==> config.mk <==
export PLATFORM = sky130hd
export DESIGN_NAME = ipic_top
export DESIGN_NICKNAME = d
export VERILOG_FILES = /design/src/ipic_pkg.sv /design/src/ipic_line_detect.sv /design/src/ipic_prio_search.sv /design/src/ipic_service.sv /design/src/ipic_csr.sv /design/src/ipic_top.sv
export SDC_FILE = /design/constraint.sdc
export NUM_CORES = 1
export LEC_CHECK = 0
export BUFFER_PORTS_ARGS = -buffer_cell sky130_fd_sc_hd__buf_4
export CAP_MARGIN = 10
export CORE_MARGIN = 10
export CORE_UTILIZATION = 34
export CTS_BUF_LIST = sky130_fd_sc_hd__clkbuf_4 sky130_fd_sc_hd__clkbuf_8
export CTS_CLUSTER_SIZE = 25
export DETAILED_ROUTE_END_ITERATION = 8
export PLACE_DENSITY = 0.5
export SYNTH_ARGS = -nofsm -noshare
export SYNTH_HDL_FRONTEND = slang
export SYNTH_SLANG_ARGS = --single-unit
==> constraint.sdc <==
create_clock -name clk -period 3.7 [get_ports clk]
set_clock_uncertainty 0.2 [all_clocks]
set_input_delay 0.74 -clock clk [delete_from_list [all_inputs] [get_ports clk]]
set_output_delay 0.74 -clock clk [all_outputs]
set_load 0.01 [all_outputs]
==> src/ipic_pkg.sv <==
/*
 * Shared widths, types and register map of the interrupt controller.
 * Referenced by scoped name from every RTL block.
 */

`default_nettype none

package ipic_pkg;

    //------------------------------------------------------------
    // Widths
    //------------------------------------------------------------
    localparam int IRQ_NUM    = 16;              // Interrupt lines
    localparam int LINE_W     = $clog2(IRQ_NUM); // Line number width
    localparam int VECT_W     = LINE_W + 1;      // Line number plus void
    localparam int CSR_ADDR_W = 3;
    localparam int CSR_DATA_W = 32;

    typedef logic [IRQ_NUM-1:0]    irq_vec_t;   // One bit per line
    typedef logic [LINE_W-1:0]     line_idx_t;
    typedef logic [VECT_W-1:0]     vect_num_t;  // 16 means void
    typedef logic [CSR_ADDR_W-1:0] csr_addr_t;
    typedef logic [CSR_DATA_W-1:0] csr_data_t;

    localparam vect_num_t VOID_VECT = vect_num_t'(IRQ_NUM); // Nothing in service

    //------------------------------------------------------------
    // Register map, address 1 unused
    //------------------------------------------------------------
    localparam csr_addr_t ADDR_CISV = 3'd0;
    localparam csr_addr_t ADDR_IPR  = 3'd2;
    localparam csr_addr_t ADDR_ISVR = 3'd3;
    localparam csr_addr_t ADDR_EOI  = 3'd4;
    localparam csr_addr_t ADDR_SOI  = 3'd5;
    localparam csr_addr_t ADDR_IDX  = 3'd6;
    localparam csr_addr_t ADDR_ICSR = 3'd7;

    // ICSR fields
    localparam int ICSR_IP     = 0;  // Pending, write 1 to clear
    localparam int ICSR_IE     = 1;  // Enable
    localparam int ICSR_IM     = 2;  // Mode, 1 = edge
    localparam int ICSR_INV    = 3;  // Line inversion
    localparam int ICSR_IS     = 4;  // In service, read only
    localparam int ICSR_LN_LSB = 12; // Line number field

    // Register port request, one cycle per access
    typedef struct packed {
        logic      rd;
        logic      wr;
        csr_addr_t addr;
        csr_data_t wdata;
    } csr_req_t;

    // Line mode and inversion as seen after this cycle's write
    typedef struct packed {
        irq_vec_t im;
        irq_vec_t inv;
    } line_cfg_t;

endpackage

`default_nettype wire

==> src/ipic_line_detect.sv <==
/*
 * Per-line level/edge detection and the pending register.
 * Lines are taken as synchronous to clk.
 */

`timescale 1ns/1ps
`default_nettype none

module ipic_line_detect (
    input  wire logic                clk,
    input  wire logic                rst_n,
    input  wire ipic_pkg::irq_vec_t  irq_lines,
    input  wire ipic_pkg::line_cfg_t line_cfg,
    input  wire ipic_pkg::irq_vec_t  sw_clr,   // Software clear
    input  wire ipic_pkg::irq_vec_t  soi_clr,  // Clear of accepted line
    output ipic_pkg::irq_vec_t       ipr
);

    ipic_pkg::irq_vec_t irq_prev;  // Previous sample for edge detect
    ipic_pkg::irq_vec_t irq_lvl;   // Active level after inversion
    ipic_pkg::irq_vec_t irq_edge;  // Change toward active
    ipic_pkg::irq_vec_t clr;
    ipic_pkg::irq_vec_t ipr_nxt;

    assign irq_lvl  = irq_lines ^ line_cfg.inv;
    assign irq_edge = (irq_prev ^ irq_lines) & irq_lvl;
    assign clr      = sw_clr | soi_clr;

    //------------------------------------------------------------
    // Pending update
    //------------------------------------------------------------
    always_comb begin
        for (int i = 0; i < ipic_pkg::IRQ_NUM; i++) begin
            if (clr[i] && (!irq_lvl[i] || line_cfg.im[i])) begin
                ipr_nxt[i] = 1'b0;                    // Clear honoured
            end else if (line_cfg.im[i]) begin
                ipr_nxt[i] = ipr[i] | irq_edge[i];    // Edge, sticky
            end else begin
                ipr_nxt[i] = irq_lvl[i];              // Level, follows line
            end
        end
    end

    always_ff @(posedge clk or negedge rst_n) begin
        if (!rst_n) begin
            irq_prev <= '0;
            ipr      <= '0;
        end else begin
            irq_prev <= irq_lines;
            ipr      <= ipr_nxt;
        end
    end

endmodule

`default_nettype wire

==> src/ipic_prio_search.sv <==
/*
 * Lowest-set-bit search over a 16-bit line vector.
 * Pure combinational tree, no clock.
 */

`timescale 1ns/1ps
`default_nettype none

module ipic_prio_search (
    input  wire ipic_pkg::irq_vec_t vec,
    output logic                    found,
    output ipic_pkg::line_idx_t     idx
);

    logic [7:0]      vd1;  // Leaf pairs
    logic [7:0]      ix1;
    logic [3:0]      vd2;  // Groups of 4
    logic [3:0][1:0] ix2;
    logic [1:0]      vd3;  // Groups of 8
    logic [1:0][2:0] ix3;

    always_comb begin
        for (int i = 0; i < 8; i++) begin
            vd1[i] = vec[2*i] | vec[2*i+1];
            ix1[i] = ~vec[2*i];                  // Even bit wins
        end
        for (int i = 0; i < 4; i++) begin
            vd2[i] = vd1[2*i] | vd1[2*i+1];
            ix2[i] = vd1[2*i] ? {1'b0, ix1[2*i]} : {1'b1, ix1[2*i+1]};
        end
        for (int i = 0; i < 2; i++) begin
            vd3[i] = vd2[2*i] | vd2[2*i+1];
            ix3[i] = vd2[2*i] ? {1'b0, ix2[2*i]} : {1'b1, ix2[2*i+1]};
        end
    end

    // Root merge, lower half first
    assign found = vd3[0] | vd3[1];
    assign idx   = vd3[0] ? {1'b0, ix3[0]} : {1'b1, ix3[1]};

endmodule

`default_nettype wire

==> src/ipic_service.sv <==
/*
 * In-service tracking and request generation.
 * SOI pushes the winning line, EOI pops the current one.
 */

`timescale 1ns/1ps
`default_nettype none

module ipic_service (
    input  wire logic               clk,
    input  wire logic               rst_n,
    input  wire ipic_pkg::irq_vec_t ipr,
    input  wire ipic_pkg::irq_vec_t ier,
    input  wire logic               soi_wr,
    input  wire logic               eoi_wr,
    output logic                    irq_req,
    output ipic_pkg::irq_vec_t      soi_clr,
    output ipic_pkg::irq_vec_t      isvr,
    output ipic_pkg::vect_num_t     cisv
);

    ipic_pkg::irq_vec_t  irr;        // Pending and enabled
    ipic_pkg::irq_vec_t  isvr_eoi;   // In service minus current
    logic                req_found;
    ipic_pkg::line_idx_t req_idx;
    logic                nxt_found;
    ipic_pkg::line_idx_t nxt_idx;
    logic                soi_acc;
    logic                eoi_acc;

    assign irr = ipr & ier;

    ipic_prio_search u_req_search (.vec(irr),      .found(req_found), .idx(req_idx));
    ipic_prio_search u_eoi_search (.vec(isvr_eoi), .found(nxt_found), .idx(nxt_idx));

    always_comb begin
        isvr_eoi = isvr;
        for (int i = 0; i < ipic_pkg::IRQ_NUM; i++) begin
            if (cisv == ipic_pkg::vect_num_t'(i)) begin
                isvr_eoi[i] = 1'b0;
            end
        end
    end

    // Idle, or winner preempts current
    assign irq_req = req_found && ((isvr == '0) || (ipic_pkg::vect_num_t'(req_idx) < cisv));
    assign soi_acc = soi_wr & irq_req;
    assign eoi_acc = eoi_wr & (cisv != ipic_pkg::VOID_VECT);

    always_comb begin
        soi_clr = '0;
        if (soi_acc) soi_clr[req_idx] = 1'b1;  // One-hot on accept only
    end

    //------------------------------------------------------------
    // Service state
    //------------------------------------------------------------
    always_ff @(posedge clk or negedge rst_n) begin
        if (!rst_n) begin
            isvr <= '0;
            cisv <= ipic_pkg::VOID_VECT;
        end else if (soi_acc) begin
            isvr <= isvr | soi_clr;
            cisv <= ipic_pkg::vect_num_t'(req_idx);
        end else if (eoi_acc) begin
            isvr <= isvr_eoi;
            cisv <= nxt_found ? ipic_pkg::vect_num_t'(nxt_idx) : ipic_pkg::VOID_VECT;
        end
    end

endmodule

`default_nettype wire

==> src/ipic_csr.sv <==
/*
 * Register block: enable, mode, inversion and index registers,
 * read multiplexer and write decode into clear and SOI/EOI strobes.
 */

`timescale 1ns/1ps
`default_nettype none

module ipic_csr (
    input  wire logic                clk,
    input  wire logic                rst_n,
    input  wire ipic_pkg::csr_req_t  csr_req,
    input  wire ipic_pkg::irq_vec_t  ipr,
    input  wire ipic_pkg::irq_vec_t  isvr,
    input  wire ipic_pkg::vect_num_t cisv,
    output ipic_pkg::csr_data_t      csr_rdata,
    output ipic_pkg::line_cfg_t      line_cfg,  // Next mode and inversion
    output ipic_pkg::irq_vec_t       ier,
    output ipic_pkg::irq_vec_t       sw_clr,
    output logic                     soi_wr,
    output logic                     eoi_wr
);

    ipic_pkg::irq_vec_t  imr;       // Mode, 1 = edge
    ipic_pkg::irq_vec_t  invr;      // Inversion
    ipic_pkg::line_idx_t idx;       // ICSR line select
    ipic_pkg::irq_vec_t  ier_nxt;
    logic                wr_icsr;
    logic                wr_ipr;
    logic                wr_idx;

    // Write decode
    assign wr_icsr = csr_req.wr && (csr_req.addr == ipic_pkg::ADDR_ICSR);
    assign wr_ipr  = csr_req.wr && (csr_req.addr == ipic_pkg::ADDR_IPR);
    assign wr_idx  = csr_req.wr && (csr_req.addr == ipic_pkg::ADDR_IDX);
    assign soi_wr  = csr_req.wr && (csr_req.addr == ipic_pkg::ADDR_SOI);
    assign eoi_wr  = csr_req.wr && (csr_req.addr == ipic_pkg::ADDR_EOI);

    //------------------------------------------------------------
    // Next values of the per-line control bits
    //------------------------------------------------------------
    always_comb begin
        ier_nxt      = ier;
        line_cfg.im  = imr;
        line_cfg.inv = invr;
        if (wr_icsr) begin
            ier_nxt[idx]      = csr_req.wdata[ipic_pkg::ICSR_IE];
            line_cfg.im[idx]  = csr_req.wdata[ipic_pkg::ICSR_IM];
            line_cfg.inv[idx] = csr_req.wdata[ipic_pkg::ICSR_INV];
        end
    end

    // Pending clears, IPR is write-1-to-clear
    always_comb begin
        sw_clr = '0;
        if (wr_ipr) begin
            sw_clr = csr_req.wdata[ipic_pkg::IRQ_NUM-1:0];
        end else if (wr_icsr) begin
            sw_clr[idx] = csr_req.wdata[ipic_pkg::ICSR_IP];
        end
    end

    always_ff @(posedge clk or negedge rst_n) begin
        if (!rst_n) begin
            ier  <= '0;
            imr  <= '0;
            invr <= '0;
            idx  <= '0;
        end else begin
            ier  <= ier_nxt;
            imr  <= line_cfg.im;
            invr <= line_cfg.inv;
            if (wr_idx) idx <= csr_req.wdata[ipic_pkg::LINE_W-1:0];
        end
    end

    //------------------------------------------------------------
    // Read mux, zero when idle
    //------------------------------------------------------------
    always_comb begin
        csr_rdata = '0;
        if (csr_req.rd) begin
            case (csr_req.addr)
                ipic_pkg::ADDR_CISV: csr_rdata = ipic_pkg::csr_data_t'(cisv);
                ipic_pkg::ADDR_IPR:  csr_rdata = ipic_pkg::csr_data_t'(ipr);
                ipic_pkg::ADDR_ISVR: csr_rdata = ipic_pkg::csr_data_t'(isvr);
                ipic_pkg::ADDR_IDX:  csr_rdata = ipic_pkg::csr_data_t'(idx);
                ipic_pkg::ADDR_ICSR: begin
                    csr_rdata[ipic_pkg::ICSR_IP]  = ipr[idx];
                    csr_rdata[ipic_pkg::ICSR_IE]  = ier[idx];
                    csr_rdata[ipic_pkg::ICSR_IM]  = imr[idx];
                    csr_rdata[ipic_pkg::ICSR_INV] = invr[idx];
                    csr_rdata[ipic_pkg::ICSR_IS]  = isvr[idx];
                    csr_rdata[ipic_pkg::ICSR_LN_LSB +: ipic_pkg::LINE_W] = idx;
                end
                default: csr_rdata = '0;  // EOI, SOI, unused
            endcase
        end
    end

endmodule

`default_nettype wire

==> src/ipic_top.sv <==
/*
 * Interrupt controller top level.
 * Connects line detection, service tracking and the register block.
 */

`timescale 1ns/1ps
`default_nettype none

module ipic_top (
    input  wire logic               clk,
    input  wire logic               rst_n,
    input  wire ipic_pkg::irq_vec_t irq_lines,
    input  wire ipic_pkg::csr_req_t csr_req,
    output ipic_pkg::csr_data_t     csr_rdata,
    output logic                    irq_req
);

    ipic_pkg::line_cfg_t line_cfg;
    ipic_pkg::irq_vec_t  sw_clr;
    ipic_pkg::irq_vec_t  soi_clr;
    ipic_pkg::irq_vec_t  ipr;
    ipic_pkg::irq_vec_t  ier;
    ipic_pkg::irq_vec_t  isvr;
    ipic_pkg::vect_num_t cisv;
    logic                soi_wr;
    logic                eoi_wr;

    //------------------------------------------------------------
    // Blocks
    //------------------------------------------------------------
    ipic_line_detect u_line_detect (
        .clk(clk), .rst_n(rst_n), .irq_lines(irq_lines), .line_cfg(line_cfg),
        .sw_clr(sw_clr), .soi_clr(soi_clr), .ipr(ipr)
    );

    ipic_service u_service (
        .clk(clk), .rst_n(rst_n), .ipr(ipr), .ier(ier), .soi_wr(soi_wr),
        .eoi_wr(eoi_wr), .irq_req(irq_req), .soi_clr(soi_clr), .isvr(isvr),
        .cisv(cisv)
    );

    ipic_csr u_csr (
        .clk(clk), .rst_n(rst_n), .csr_req(csr_req), .ipr(ipr), .isvr(isvr),
        .cisv(cisv), .csr_rdata(csr_rdata), .line_cfg(line_cfg), .ier(ier),
        .sw_clr(sw_clr), .soi_wr(soi_wr), .eoi_wr(eoi_wr)
    );

endmodule

`default_nettype wire

==> results of run 1 <==
[layer usage]
| metal | global-route usage [%] | vias to the layer above |
|---|---|---|
| met3 | 2.879 | 29 |
| li1 | - | 2873 |
| met1 | 24.66 | 3250 |
| met2 | 30.39 | 219 |
| met5 | 0 | - |
| met4 | 5.199 | 0 |
[stage by stage]
| stage | instances | TNS (ns) | setup WS, ns | hold slack [ns] |
|---|---|---|---|---|
| 4_1_cts | 1085 | 0 | 0.02962 | 0.2198 |
| 3_3_place_gp | 1064 | 0 | 0.06046 | 0.3146 |
| 6_report | 1090 | 0 | 0.03158 | 0.1850 |
| 3_5_place_dp | 1064 | 0 | 0.08788 | 0.3149 |
| 5_1_grt | 1090 | -0.1173 | -0.1132 | 0.2309 |
| 2_1_floorplan | 743 | 0 | 0.3063 | 0.2444 |
[worst max-delay path, delay by kind of cell, from the launching register on]
family / cells / cell delay, ns
compound gates: 7 / 1.25
flops: 1 / 0.40
buf+inv: 2 / 0.33
fa+ha+maj: 1 / 0.28
simple gates: 1 / 0.08
[report_power, final]
group | internal, mW | switching (mW) | total [mW]
Combinational | 1.09 | 1.50 | 2.59
Sequential | 1.35 | 0.274 | 1.63
Clock | 0.341 | 0.457 | 0.798
[registers in the layout, summed over array words and instances (netlist names)]
register	flops
u_csr.idx	4
u_csr.invr	16
u_service.cisv	5
u_csr.imr	16
u_csr.ier	16
u_service.isvr	16
u_line_detect.ipr	16
u_line_detect.irq_prev	16
[placed cells by master (no fill, tap or decap), drive strengths merged, types with 7 or more instances in the layout]
master  count
nor2b       7
conb       16
nor4        8
nor3b       7
xor2        7
o22ai       8
a21oi      38
a31oi      12
clkbuf     11
nand4       9
o21ai      44
nor3       12
mux2i      39
and2        7
a211oi     11
nand2      59
inv        38
dfrtp     104
mux4       25
a22oi      18
buf       114
nand2b     12
nor2       57
xnor2      10
mux2       37
nand3      18
[area by class of cell]
class | count | area [µm²] | share of cell area, %
Sequential cell | 105 | 2630 | 31.53
Timing Repair Buffer | 115 | 913.4 | 10.95
Inverter | 36 | 135.1 | 1.620
Clock buffer | 11 | 138.9 | 1.665
Multi-Input combinational cell | 548 | 4113 | 49.31
Tap cell | 270 | 337.8 | 4.050
Clock inverter | 5 | 72.57 | 0.8701
[synth_stat cells (all sizes together) (11+ instances only)]
cell type / number / area share, %
nand3: 18 / 1.3
a22oi: 18 / 2.0
dfrtp: 104 / 37
mux2: 37 / 6.0
nand2b: 12 / 1.1
a211oi: 11 / 1.2
mux2i: 39 / 5.8
nor2: 57 / 3.0
a21oi: 38 / 2.7
o21ai: 44 / 3.1
inv: 36 / 1.9
mux4: 25 / 8.0
nand2: 59 / 3.1
nor3: 12 / 0.99
a31oi: 12 / 1.1
clkbuf: 22 / 1.2
buf: 32 / 2.8
[cells by family (layout without fill, tap and decap cells)]
family          after synthesis  count (layout)  synth area share, %
fa+ha+maj                     3               3               0.5317
buf+inv                      90             167                5.883
mux                         101             101                19.74
flops                       105             105                37.23
xor+xnor                     17              17                2.109
simple gates                224             224                16.52
compound gates              187             187                17.93
other cells                   1              16              0.05311
[path summary, 6_finish.rpt]
path	startpoint	endpoint	depth (start not counted)
worst max-delay path	u_csr.ier[12]$_DFFE_PN0P_	irq_req	11
worst min-delay path	rst_n	u_line_detect.irq_prev[11]$_DFF_PN0_	1
worst max register to register	u_csr.ier[6]$_DFFE_PN0P_	u_line_detect.ipr[10]$_DFF_PN0_	14
worst min register to register	u_csr.invr[3]$_DFF_PN0_	u_csr.invr[3]$_DFF_PN0_	2
max in group asynchronous	rst_n	u_csr.idx[0]$_DFFE_PN0P_	2
min in group clk	irq_lines[9]	u_line_detect.irq_prev[9]$_DFF_PN0_	1
[what timing repair did]
| item | 4_1_cts | 5_1_grt |
|---|---|---|
| setup endpoints to repair | 2 | 11 |
| setup buffers | 4 | 5 |
| cloned | 1 | 0 |
| pin swaps | 7 | 6 |
| resized for setup | 6 | 6 |
==> summary.txt, run 1 <==
Congestion Overflow GR -> 0
Setup Viol. Count Final -> 0
Max Clk Rate -> 272.6 MHz
Dpl hpwl -> 18,790 µm
Total power -> 5.014 mW
DR WL met2 -> 12,320 µm
Number of nets in the layout -> 873
Row cnt -> 52
CTS Buf Count -> 9
CP Capture Type -> primary output
CTS sink cnt -> 105
DRT antenna net count -> 0
Crit start category -> register
Metal-1 WL -> 11,030 µm
Post-route DRC -> 0
CP Class -> reg2out
Die width -> 164.1 µm
Synth Register Bits -> 105
Vias -> 6,371
Post-synthesis cell area -> 0.007061 mm²
Util after Layout -> 40.96%
CTS root buf -> clkbuf_8
Crit-path cells -> a22o_1 > a222oi_1 > buf_4 > o21ai_2 > a21oi_2 > ha_1 > nand3_2 > o211a_1 > o21ai_2 > a21boi_2 > buf_4
Die area -> 0.02693 mm²
Period utilization -> 99.15%
Cell area power density -> 601.2 mW/mm²
Height of the chip -> 164.1 µm
Post-CTS Hold Fix Bufs -> 0
Initial DRC Count -> 499
Maximum vdd drop -> 0.2206 mV
Worst-Margin Slew -> 0.7356 ns
Register-to-Register Setup Slack -> 0.11 ns
Crit path time final -> 3.668 ns
CP max stage delay -> 0.40 ns
Slowest-stage cell, CP -> dfrtp_1
Fill count -> 1,996
WP data arrival -> 2.73 ns
Synth cell types -> 78
Leakage -> 3.655 nW
Gpl congestion -> 0.9708
Initial antenna violation count -> 0
Final Hold Fails -> 0
Top routing layer in use -> met4
Core Region -> 0.02036 mm²
Routed wire length -> 25,270 µm
DR WL/cell -> 23.18 µm
H-tree levels -> 3
Slew HR -> 50.96%
Fin. max-slew vios -> 0
Clk_lat worst skew -> 0.40 ns
Sequential share of the synthesized area -> 37.23%
Area growth, synth to finish -> 18.13%
Post-DP Area -> 0.007993 mm²
CP max FO -> 2
Total GRT Usage -> 18.49%
Status -> completed
Initial Util -> 34.67%
Min-delay worst type -> in2async
Fin area -> 0.008341 mm²
Number of max-cap violations -> 0
IO buf count -> 55
Gate Count Post-Synth -> 728
CTS tree -> yes
Drt pass-1 iters -> 7
Largest net degree at the start of global routing -> 52
Avg Inst Size Synth -> 9.699 µm²
Routed wl met3 -> 1397 µm
Vias in the first global route -> 6,240
Longest Clk Path Bufs -> 2
Vias per inst -> 5.845
Global-route wire length before repair -> 38,130 µm
Yosys warning count -> 0
Main synth FF type -> dfrtp_1
Worst-path clk slew -> 0.11 ns
RSZ-0062 raised after global routing -> true
Ports -> 88
Ant. Diodes -> 0
Worst EP required -> 2.76 ns
Share of cells above drive strength 1 -> 26.71%
Post-synth EDFFs -> 0
Fraction of registers with async set or reset after synthesis -> 100.0%
No activity file was read; power rests on OpenSTA's default activity.
==> inputs of run 2 (changes only) <==
SETUP_SLACK_MARGIN = 0.2   (was default)
==> summary.txt, run 2 (synthesized netlist as in run 1, its figures left out) <==
Status -> completed (unchanged)
Vias in the first global route -> 6,319 (was 6,240)
Max Clk Rate -> 277.8 MHz (was 272.6 MHz)
Footprint of the multi-input gates -> 0.004154 mm² (was 0.004113 mm²)
RSZ-0062 raised after global routing -> true (unchanged)
Maximum vdd drop -> 0.2223 mV (was 0.2206 mV)
Register-to-Register Setup Slack -> 0.25 ns (was 0.11 ns)
Worst setup startpoint -> u_line_detect.ipr[12]$_DFF_PN0_ (was u_csr.ier[12]$_DFFE_PN0P_)
Commonest non-fill, non-tap cell in the layout -> buf_4 (unchanged)
Global-route wire length before repair -> 38,430 µm (was 38,130 µm)
Cell area power density -> 599.1 mW/mm² (was 601.2 mW/mm²)
Util after Layout -> 41.87% (was 40.96%)
GRT met2 Usage -> 30.41% (was 30.39%)
H-tree levels -> 3 (unchanged)
Pre-CTS setup slack -> 0.08788 ns (unchanged)
Met3 Resource Use GR -> 2.678% (was 2.879%)
Crit start category -> register (unchanged)
R2r endpoint -> u_line_detect.ipr[15]$_DFF_PN0_ (was u_line_detect.ipr[10]$_DFF_PN0_)
Number of max-cap violations -> 0 (unchanged)
Slew HR -> 48.96% (was 50.96%)
Initial DRC Count -> 455 (was 499)
Post-CTS Hold Fix Bufs -> 0 (unchanged)
CTS root buf -> clkbuf_8 (unchanged)
Clk_lat worst skew -> 0.40 ns (about the same)
Fin area -> 0.008526 mm² (was 0.008341 mm²)
Row cnt -> 52 (unchanged)
Period utilization -> 97.29% (was 99.15%)
Routed wire length -> 25,350 µm (was 25,270 µm)
Final TNS setup -> 0 ns (unchanged)
CTS tree -> yes (unchanged)
Congestion Overflow GR -> 0 (unchanged)
Ant. Diodes -> 0 (unchanged)
Reg2reg path depth -> 15 (was 14)
Largest net degree at the start of global routing -> 52 (unchanged)
Worst EP required -> 2.76 ns (about the same)
Drt pass-1 iters -> 5 (was 7)
Total GRT Usage -> 18.65% (was 18.49%)
Gpl congestion -> 0.9708 (unchanged)
CP Class -> reg2out (unchanged)
Ports -> 88 (unchanged)
Worst-Margin Slew -> 0.7656 ns (was 0.7356 ns)
CTS sink cnt -> 105 (unchanged)
Height of the chip -> 164.1 µm (unchanged)
Worst-path clk slew -> 0.11 ns (about the same)
Post-route DRC -> 0 (unchanged)
CP Capture Type -> primary output (unchanged)
Vias -> 6,354 (was 6,371)
Number of nets in the layout -> 884 (was 873)
Crit-path cells -> a22o_1 > a222oi_1 > buf_4 > o21ai_2 > a21oi_2 > ha_1 > nand3_2 > o211a_1 > o21ai_2 > a21boi_2 > buf_4 (unchanged)
Most frequent cells in the layout -> 113 x buf_4, 103 x dfrtp_1, 59 x nand2_1 (was 112 x buf_4, 103 x dfrtp_1, 59 x nand2_1)
Slowest-stage cell, CP -> dfrtp_1 (unchanged)
Die area -> 0.02693 mm² (unchanged)
Post-DP Area -> 0.007993 mm² (unchanged)
Leakage -> 3.720 nW (was 3.655 nW)
CP max FO -> 2 (unchanged)
Met1 usage -> 24.53% (was 24.66%)
Initial antenna violation count -> 0 (unchanged)
Total power -> 5.108 mW (was 5.014 mW)
DRT antenna net count -> 0 (unchanged)
Die width -> 164.1 µm (unchanged)
CTS Buf Count -> 9 (unchanged)
Setup Viol. Count Final -> 0 (unchanged)
Crit path time final -> 3.600 ns (was 3.668 ns)
Placed cell count -> 1,064 (unchanged)
Fin. max-slew vios -> 0 (unchanged)
Final Instance Count excl. Fillers -> 1,101 (was 1,090)
Share of cells above drive strength 1 -> 28.40% (was 26.71%)
Longest Clk Path Bufs -> 2 (unchanged)
Reg area -> 0.002630 mm² (unchanged)
Dpl hpwl -> 18,790 µm (unchanged)
IO buf count -> 55 (unchanged)
R2R Path Start -> u_line_detect.ipr[12]$_DFF_PN0_ (was u_csr.ier[6]$_DFFE_PN0P_)
Final worst slack -> 0.1002 ns (was 0.03158 ns)
Min-delay worst type -> in2async (unchanged)
CP max stage delay -> 0.40 ns (about the same)
WP data arrival -> 2.66 ns (was 2.73 ns)
Core Region -> 0.02036 mm² (unchanged)
Final Hold Fails -> 0 (unchanged)
Busiest layer in global routing -> met2 (unchanged)
DR WL/cell -> 23.02 µm (was 23.18 µm)
Worst hold slack -> 0.1837 ns (was 0.1850 ns)
Vias per inst -> 5.771 (was 5.845)
Area growth, synth to finish -> 20.75% (was 18.13%)
Initial Util -> 34.67% (unchanged)
Fill count -> 1,982 (was 1,996)
run 2: cell count changes in the layout (fill, tap and decap cells not counted), sizes merged:
cell / previous run / this run
buf: 114 / 126
bufbuf: 1 / 0
clkinvlp: 0 / 1
inv: 38 / 37
run 2: timing repair:
action / in CTS / in global routing
resized for setup: 18 / 13
setup buffers: 11 / 8
gates cloned: 2 / 0
pin swaps: 10 / 3
endpoints found under the setup margin: 14 / 34
run 2: critical path: cells and delay by family, from the launching register on:
family,cells,cell delay [ns]
AOI/OAI and AO/OA,7,1.17
adders and majority gates,1,0.28
buffers and inverters,2,0.33
DFF,1,0.40
and+or+nand+nor,1,0.08
run 2: where the power goes:
| group | total (mW) | switching, mW | leakage (nW) | internal, mW |
|---|---|---|---|---|
| logic | 2.68 | 1.53 | 2.26 | 1.16 |
| clock network | 0.795 | 0.454 | 0.108 | 0.341 |
| registers | 1.63 | 0.278 | 1.35 | 1.35 |
| total | 5.11 | 2.26 | 3.72 | 2.85 |
run 2: cell type report:
type	count	share of cell area, %
clock buffer	11	1.629
clock inverter	5	0.8512
sequential	105	30.85
multi-input combinational	548	48.72
inverter	36	1.629
tap	270	3.962
timing repair buffer	126	12.36
run 2: worst max-delay path by stage:
| stage | slack (ns) | end | cells past startpoint |
|---|---|---|---|
| 3_3_place_gp | 0.06 | u_line_detect.ipr[4]$_DFF_PN0_ | 14 |
| 6_report | 0.10 | irq_req | 11 |
| 5_1_grt | -0.05 | irq_req | 11 |
| 3_5_place_dp | 0.09 | u_line_detect.ipr[4]$_DFF_PN0_ | 14 |
| 4_1_cts | 0.07 | irq_req | 11 |
| 2_1_floorplan | 0.31 | u_service.cisv[1]$_DFFE_PN0P_ | 12 |
run 2: routing by layer:
metal	vias to the layer above	routed length [µm]
met5	-	0
met4	0	793
met3	42	1352
met2	221	12130
met1	3196	11070
li1	2895	-
